$ cat src/source/dcp_pkg.sv
// ------------------------------------------------
// shared types and constants for the dehaze display path
// import inside module bodies, scoped names in port lists
// ------------------------------------------------
package dcp_pkg;

    // ------------------------------------------------
    // data types
    typedef logic [7:0] chan_t;       // one colour channel
    typedef logic [9:0] in_chan_t;    // frame memory / display word

    typedef struct packed {
        chan_t red;
        chan_t green;
        chan_t blue;
    } pix_t;

    // 4 integer bits, 16 fraction bits
    typedef logic [19:0] recip_t;

    // ------------------------------------------------
    // enums
    typedef enum logic [1:0] {
        ST_IDLE,
        ST_WAITING,
        ST_PROCESSING
    } seq_state_t;

    typedef enum logic [2:0] {
        DISP_ORIGIN       = 3'd0,
        DISP_TRANSMISSION = 3'd1,
        DISP_DEHAZE       = 3'd2
    } display_mode_t;

    // ------------------------------------------------
    // reciprocal table
    localparam int T_FLOOR         = 26;   // keeps 1/t bounded
    localparam int RECIP_NUMERATOR = 255;

    // floor(255 * 2^16 / max(t, 26)), used to fill the per-channel lut
    function automatic recip_t recip_of(input chan_t t);
        int unsigned den;
        int unsigned num;
        den = (int'(t) < T_FLOOR) ? T_FLOOR : int'(t);
        num = RECIP_NUMERATOR << 16;
        return recip_t'(num / den);
    endfunction

endpackage

$ cat src/source/dcp_sequencer.sv
// ------------------------------------------------
// start-up wait, fill wait and prefetch control
// drives the frame memory read and the capture strobe
// ------------------------------------------------
module dcp_sequencer #(
    parameter int LINE_WIDTH     = 640,
    parameter int WAIT_CYCLES    = 33554431,
    parameter int PREFETCH_LINES = 5
) (
    input  logic i_clk,
    input  logic i_rst_n,
    input  logic i_vga_request,
    output logic o_sdram_read,
    output logic o_shift,
    output logic o_est_en
);
    import dcp_pkg::*;

    localparam int FILL_CYCLES  = 3 * LINE_WIDTH + 2;
    localparam int PREFETCH_NUM = PREFETCH_LINES * LINE_WIDTH;
    localparam int PF_W         = $clog2(PREFETCH_NUM + 1);

    seq_state_t      state;
    logic [31:0]     wait_cnt;
    logic [PF_W-1:0] prefetch_cnt;
    logic            in_proc;
    logic            prefetching;

    // ------------------------------------------------
    // strobes
    assign in_proc     = (state == ST_PROCESSING);
    assign prefetching = in_proc && (prefetch_cnt < PF_W'(PREFETCH_NUM));

    // pass-through before processing, forced high while prefetching
    assign o_sdram_read = prefetching | i_vga_request;
    assign o_est_en     = in_proc;

    // ------------------------------------------------
    // state machine
    always_ff @(posedge i_clk) begin
        if (!i_rst_n) begin
            state    <= ST_IDLE;
            wait_cnt <= '0;
        end else begin
            case (state)
                ST_IDLE: begin
                    if (wait_cnt == 32'(WAIT_CYCLES)) begin
                        state    <= ST_WAITING;
                        wait_cnt <= '0;
                    end else begin
                        wait_cnt <= wait_cnt + 32'd1;
                    end
                end
                ST_WAITING: begin
                    // let three rows worth of cycles go by
                    if (wait_cnt == 32'(FILL_CYCLES - 1)) begin
                        state    <= ST_PROCESSING;
                        wait_cnt <= '0;
                    end else begin
                        wait_cnt <= wait_cnt + 32'd1;
                    end
                end
                ST_PROCESSING: begin
                    state <= ST_PROCESSING;   // stays here for good
                end
                default: begin
                    state    <= ST_IDLE;
                    wait_cnt <= '0;
                end
            endcase
        end
    end

    // ------------------------------------------------
    // prefetch count and capture strobe
    always_ff @(posedge i_clk) begin
        if (!i_rst_n) begin
            prefetch_cnt <= '0;
            o_shift      <= 1'b0;
        end else begin
            if (prefetching) begin
                prefetch_cnt <= prefetch_cnt + 1'b1;
            end
            // read data lands one cycle after the strobe
            o_shift <= in_proc & o_sdram_read;
        end
    end

endmodule

$ cat config.mk
export PLATFORM = sky130hd
export DESIGN_NAME = dcp_sequencer
export DESIGN_NICKNAME = d
export VERILOG_FILES = /design/src/source/dcp_pkg.sv /design/src/source/dcp_sequencer.sv
export SDC_FILE = /design/constraint.sdc
export NUM_CORES = 1
export LEC_CHECK = 0
export BUFFER_PORTS_ARGS = -buffer_cell sky130_fd_sc_hd__buf_2
export CAP_MARGIN = 10
export CORE_UTILIZATION = 30
export CTS_BUF_LIST = sky130_fd_sc_hd__clkbuf_16
export DETAILED_ROUTE_END_ITERATION = 6
export PLACE_DENSITY = 0.44
export SETUP_SLACK_MARGIN = 0.1
export SLEW_MARGIN = 15
export SYNTH_ARGS = -nofsm -noshare
export SYNTH_HDL_FRONTEND = slang
export SYNTH_SLANG_ARGS = --single-unit
$ cat constraint.sdc
create_clock -name i_clk -period 2.1 [get_ports i_clk]
set_input_delay 0.42 -clock i_clk [delete_from_list [all_inputs] [get_ports i_clk]]
set_output_delay 0.42 -clock i_clk [all_outputs]
set_load 0.02 [all_outputs]
======== After elaboration in Yosys (flattened, before gate mapping) ========
Index checks and enable logic that the tools add are counted.
storage, ports and cells
  register bits ........................... 47
  input port bits ......................... 3
  output and inout bits ................... 3
  word-level logic and storage cells ...... 24
cells by class
  add/sub/neg operators ................... 2
  $lt $le $gt $ge ......................... 1
  equality and inequality tests ........... 6
  muxes and demuxes ....................... 6
  bitwise gates (word level) .............. 2
  reductions and logical operators ........ 3
operator list
  kind                                             count
  case mux 32 bit (3 select lines)                 1
  two-way mux 32 bit                               2
  adder 32 x 1 -> 32 bit, second input constant    1
  == test 32 x 11 -> 1 bit, second input constant  1
  == test 32 x 25 -> 1 bit, second input constant  1
  adder 12 x 1 -> 12 bit, second input constant    1
  < comparator 12 bit, second input constant       1
  case mux 2 bit (3 select lines)                  1
  two-way mux 2 bit                                2
  inequality test 2 bit, second input constant     2
  == test 2 x 1 -> 1 bit, second input constant    1
  == test 2 bit, second input constant             1
  zero test 2 bit                                  1
  AND reduction 2 bit                              1
  bitwise AND 1 bit                                1
  logical AND 1 bit                                1
  OR 1 bit                                         1

======== Longest topological paths before layout ========
  depth in word-level cells ............... 4
  depth in mapped cells ................... 8
  mapped depth without buffers ............ 7

======== Worst setup path after synthesis ========
Ideal clock, no wire load.
  kind .................................... register to register
  start ................................... register wait_cnt[0]
  end ..................................... register wait_cnt[30]
  library setup time ...................... 0.070 ns
  data arrival time ....................... 2.046 ns
  data required time ...................... 2.030 ns
  path slack .............................. -0.016 ns
  cell stages (with the launch flop) ...... 7
  path buffers ............................ 0
  clock period less this slack ............ 2.116 ns
  cells stage by stage .................... dfxtp_1 > ha_1 > nand3_1 > or4_4 > or3_4 > a2111oi_4 > o21bai_1
between the ends
  word-level cells in the longest chain between the ends .. 3
  elaborated cells on any way between the ends .. 6
  classes of those cells .................. add/sub: 1; eq/ne: 2; mux: 3
ends and longest elaborated chain
  item                                                  line                                      source
  from (decl)                                           dcp_sequencer.sv:24                       logic [31:0] wait_cnt;
  from (signal assigned)                                dcp_sequencer.sv:51                       wait_cnt <= wait_cnt + 32'd1;
  from (signal assigned)                                dcp_sequencer.sv:60                       wait_cnt <= wait_cnt + 32'd1;
  adder 32 x 1 -> 32 bit, or another cell as far along  dcp_sequencer.sv:51, dcp_sequencer.sv:60
  two-way mux 32 bit, on equally long branches          dcp_sequencer.sv:56, dcp_sequencer.sv:47
  case mux 32 bit (3 select lines) (*)                  dcp_sequencer.sv:45                       case (state)
Mark *: on every way between the ends. The rest lies on a longest branch, timed or not.
A chain may end at the register's enable or synchronous reset.

======== Worst setup path in the final report ========
  start ................................... register wait_cnt[13]
  end ..................................... register wait_cnt[30]
The elaborated chain is that of the path after synthesis.

==> flow_results.org <==
** Critical path
- At the worst endpoint, the required time is 2.33 ns.
- Master of the slowest instance on the critical path :: sky130_fd_sc_hd__or4_4
- Worst setup path category :: flip-flop to flip-flop
- The worst setup path is launched from a flip-flop.
- Delay of the slowest cell on the worst path :: 0.55 ns
- STA classifies the critical path endpoint as a flip-flop.
- Biggest fanout along the worst timing path :: 7
- WP data arrival :: 2.20 ns
- Critical path cell sequence :: nand4_4, or4_4, or3_4, a2111oi_4, o21bai_1

** Drt
- Total wire length :: 7819 um
- Drt first pass iters :: 4
- In this run, the number of DRC markers left after iteration 0 of detailed routing was 91.
- Vias per std cell :: 5.365
- DRT antenna net count :: 0
- The final route contains 2,661 vias.
- Mean routed wirelength per cell :: 15.76 um
- Post-route DRC violation count :: 0

** Global route
- Largest net degree at the start of global routing :: 17
- Vias in the first global route :: 2,462
- First-pass GRT wire length :: 12,410 um
- Global routing finished with a remaining overflow of 0.
- The initial antenna violation count came to 0.
- Global-route total usage across every layer :: 0.1775

** Place
- Port buffer count :: 5
- Routability-driven placement finished with a final weighted congestion of 0.7871.
- In this run the cell area measured after placement is 3193 sq um.
- DP Worst Slack :: 0.05495 ns
- After legalization and detailed placement, the total HPWL measured 5729 um.

** Power and ir drop
- Summed over all cells, the static leakage comes to 1.308 nW.
- Power density normalized to cell area :: 590.2 nW/um^2
- Summing internal, switching and leakage power gives 2.080 mW.
- Across the VDD grid, the largest voltage drop is 0.3089 mV.

** Finish
- Area growth from synthesis to layout :: 31.70%
- The number of antenna diodes in the final layout is 0.
- In the final layout, the share of cells above drive strength 1 is 0.2680.
- Final design instance area without fill :: 3525 sq um
- The net count of the finished layout is 396.
- Counting the fill cells in the layout gives 892.
- The library cell used most frequently in the layout, excluding fill and tap cells, is sky130_fd_sc_hd__buf_4.
- The top cell types in the final layout, fill and taps aside, are sky130_fd_sc_hd__buf_4 (55), sky130_fd_sc_hd__nand2_1 (41), sky130_fd_sc_hd__dfxtp_1 (38), sky130_fd_sc_hd__nor2_1 (20), sky130_fd_sc_hd__nand4_1 (17).

** Timing
- The tightest hold path in the finished design has a slack of 0.4187 ns.
- For the final database, setup skew stands at 0.006894 ns.
- The final number of max-transition violations is 0.
- Adding up every negative setup slack in the final design gives 0 ns.
- RSZ-0062 raised after global routing :: yes
- In the finished design, the share of the clock period the worst path needs comes to 0.9395.
- Max-slew headroom at the worst pin :: 0.6371
- Worst Tran Pin Value :: 0.5431 ns
- Final setup slack of the worst path :: 0.1270 ns
- Derived from the worst setup path, the maximum achievable clock frequency is 0.5068 GHz.
- The smallest clock period supported by the final layout is computed as 1.973 ns.
- The count of endpoints failing hold in the final timing report came to 0.
- Setup violations remaining at the end of the flow were counted as 0.

** Clock network
- At the later pin of the worst-skew pair, clock insertion delay measures 0.29 ns.
- CTS tree :: built
- The root buffer cell chosen for the clock tree is sky130_fd_sc_hd__clkbuf_16.
- Hold buffer count at cts :: 0
- TritonCTS Sinks :: 47
- Clock-pin slew was measured on the worst setup and hold paths at 0.07 ns.
- Clock buffer count from CTS :: 5
- Maximum root-to-sink buffer count :: 2
- The clock tree synthesis step divided the H-tree into 2 levels.

** Synth
- The share of synthesized area in the top cell type comes to 0.3516.
- Summed over all instances, the cell type with the most area after synthesis is sky130_fd_sc_hd__dfxtp_1.
- The cell area that synthesis handed to floorplanning was 2676 sq um.
- After technology mapping, the gate count stands at 330.
- The number of nets handed over by synthesis was 339.
- Number of enable flip-flop cells after synthesis :: 0
- Synthesized area per cell :: 8.110 sq um
- Distinct cells, synth :: 56
- The share of the Yosys chip area taken by registers is 0.3516.
- Number of warnings printed during yosys synthesis :: 0
- Counting flops with an async set or reset pin after synthesis yields a share of 0.
- Top area cells in the synthesized netlist :: sky130_fd_sc_hd__dfxtp_1 (35%), sky130_fd_sc_hd__nand2_1 (5.8%), sky130_fd_sc_hd__nand4_1 (4.0%)
- The synthesized design contains 47 register bits.
- For this run, the leading register cell type out of synthesis is sky130_fd_sc_hd__dfxtp_1.

** Die
- The floorplan step set the die width to 96.45 um.
- Die Area :: 9303 sq um
- The floorplan step set the die height to 96.45 um.
- Initial cell density of the core :: 0.3084
- The initialized floorplan defines 34 standard-cell rows.
- Total I/O pin count :: 6
- The core region is 8678 sq um.

** Worst hold path
- Hold Path Class :: input port to flip-flop

** Run status
- Result of the run :: finished clean

** Flow run
- Across the run, the number of max-cap violations was 0.
[through the flow]
step                instances    util
global route              496  0.4061
floorplan                 330       -
finish                    496  0.4061
CTS                       489  0.3899
detailed placement        481  0.3679
global placement          481  0.3679
[metal layers]
layer,up-vias,track usage,share of wire
met5,-,0,0
met4,0,0.05147,0.016
met3,11,0.02817,0.021
met2,32,0.2893,0.47
met1,1266,0.2407,0.49
li1,1352,-,-
[sequential cells by signal, indices dropped and copies added, names as in the netlist]
| register | flops |
|---|---|
| prefetch_cnt | 12 |
| o_shift | 1 |
| wait_cnt | 32 |
| state | 2 |
[synth_stat cells, types with 2 or more instances]
master,n
sky130_fd_sc_hd__a211o_1,3
sky130_fd_sc_hd__a211oi_1,2
sky130_fd_sc_hd__a21oi_1,10
sky130_fd_sc_hd__a2bb2oi_1,2
sky130_fd_sc_hd__a31oi_1,2
sky130_fd_sc_hd__a41o_1,2
sky130_fd_sc_hd__and2_1,7
sky130_fd_sc_hd__and3_1,3
sky130_fd_sc_hd__and4_1,6
sky130_fd_sc_hd__buf_2,3
sky130_fd_sc_hd__clkbuf_1,9
sky130_fd_sc_hd__dfxtp_1,47
sky130_fd_sc_hd__ha_1,6
sky130_fd_sc_hd__inv_1,11
sky130_fd_sc_hd__nand2_1,41
sky130_fd_sc_hd__nand2b_1,2
sky130_fd_sc_hd__nand3_1,18
sky130_fd_sc_hd__nand3b_1,2
sky130_fd_sc_hd__nand4_1,17
sky130_fd_sc_hd__nor2_1,23
sky130_fd_sc_hd__nor3_1,11
sky130_fd_sc_hd__nor4_1,12
sky130_fd_sc_hd__nor4b_1,2
sky130_fd_sc_hd__o211ai_1,7
sky130_fd_sc_hd__o21a_1,2
sky130_fd_sc_hd__o21ai_0,17
sky130_fd_sc_hd__o22ai_1,11
sky130_fd_sc_hd__o311ai_0,2
sky130_fd_sc_hd__o31ai_1,4
sky130_fd_sc_hd__or2_2,3
sky130_fd_sc_hd__or3_1,3
sky130_fd_sc_hd__or4b_1,2
sky130_fd_sc_hd__xnor2_1,4
sky130_fd_sc_hd__xor2_1,12
[worst max-delay path, delay by kind of cell, from the launching register on]
family,cells,cell delay (ns)
compound gates,2,0.41
flops,1,0.39
simple gates,3,1.12
[power breakdown]
| part | switching, mW | internal, mW |
|---|---|---|
| combinational | 0.0771 | 0.0783 |
| sequential | 0.0468 | 0.926 |
| clock | 0.383 | 0.569 |
| total | 0.506 | 1.57 |
[path summary, 6_finish.rpt]
| check | startpoint | endpoint | slack [ns] | depth (start not counted) |
|---|---|---|---|---|
| worst max-delay path | wait_cnt[13] | wait_cnt[30] | 0.13 | 5 |
| worst min-delay path | i_vga_request | o_shift | 0.42 | 3 |
| worst max register to register | wait_cnt[13] | wait_cnt[30] | 0.13 | 5 |
| worst min register to register | prefetch_cnt[11] | prefetch_cnt[11] | 0.48 | 2 |
[what timing repair did]
action	in CTS	in global routing
endpoints found under the hold margin	0	0
setup buffers	0	7
gates resized for setup	7	26
pin swaps	0	4
setup endpoints to repair	4	26
[final cells by class]
| cell class | count | area, sq um | share of cell area |
|---|---|---|---|
| multi-input combinational | 259 | 1732 | 0.4913 |
| timing repair buffer | 62 | 469.2 | 0.1331 |
| clock buffer | 5 | 125.1 | 0.03550 |
| sequential | 47 | 964.7 | 0.2737 |
| tap | 108 | 135.1 | 0.03834 |
| clock inverter | 3 | 47.55 | 0.01349 |
| inverter | 12 | 51.30 | 0.01455 |
[kinds of logic after synthesis]
family / Yosys count / synth area share
AO/OA/AOI/OAI: 76 / 0.2001
flip-flops: 47 / 0.3516
XOR/XNOR: 16 / 0.05236
buffers and inverters: 24 / 0.03506
adder cells (fa/ha/maj): 6 / 0.02805
AND/OR/NAND/NOR: 160 / 0.3291
multiplexers: 1 / 0.003740
(Power assumes the default switching activity.)
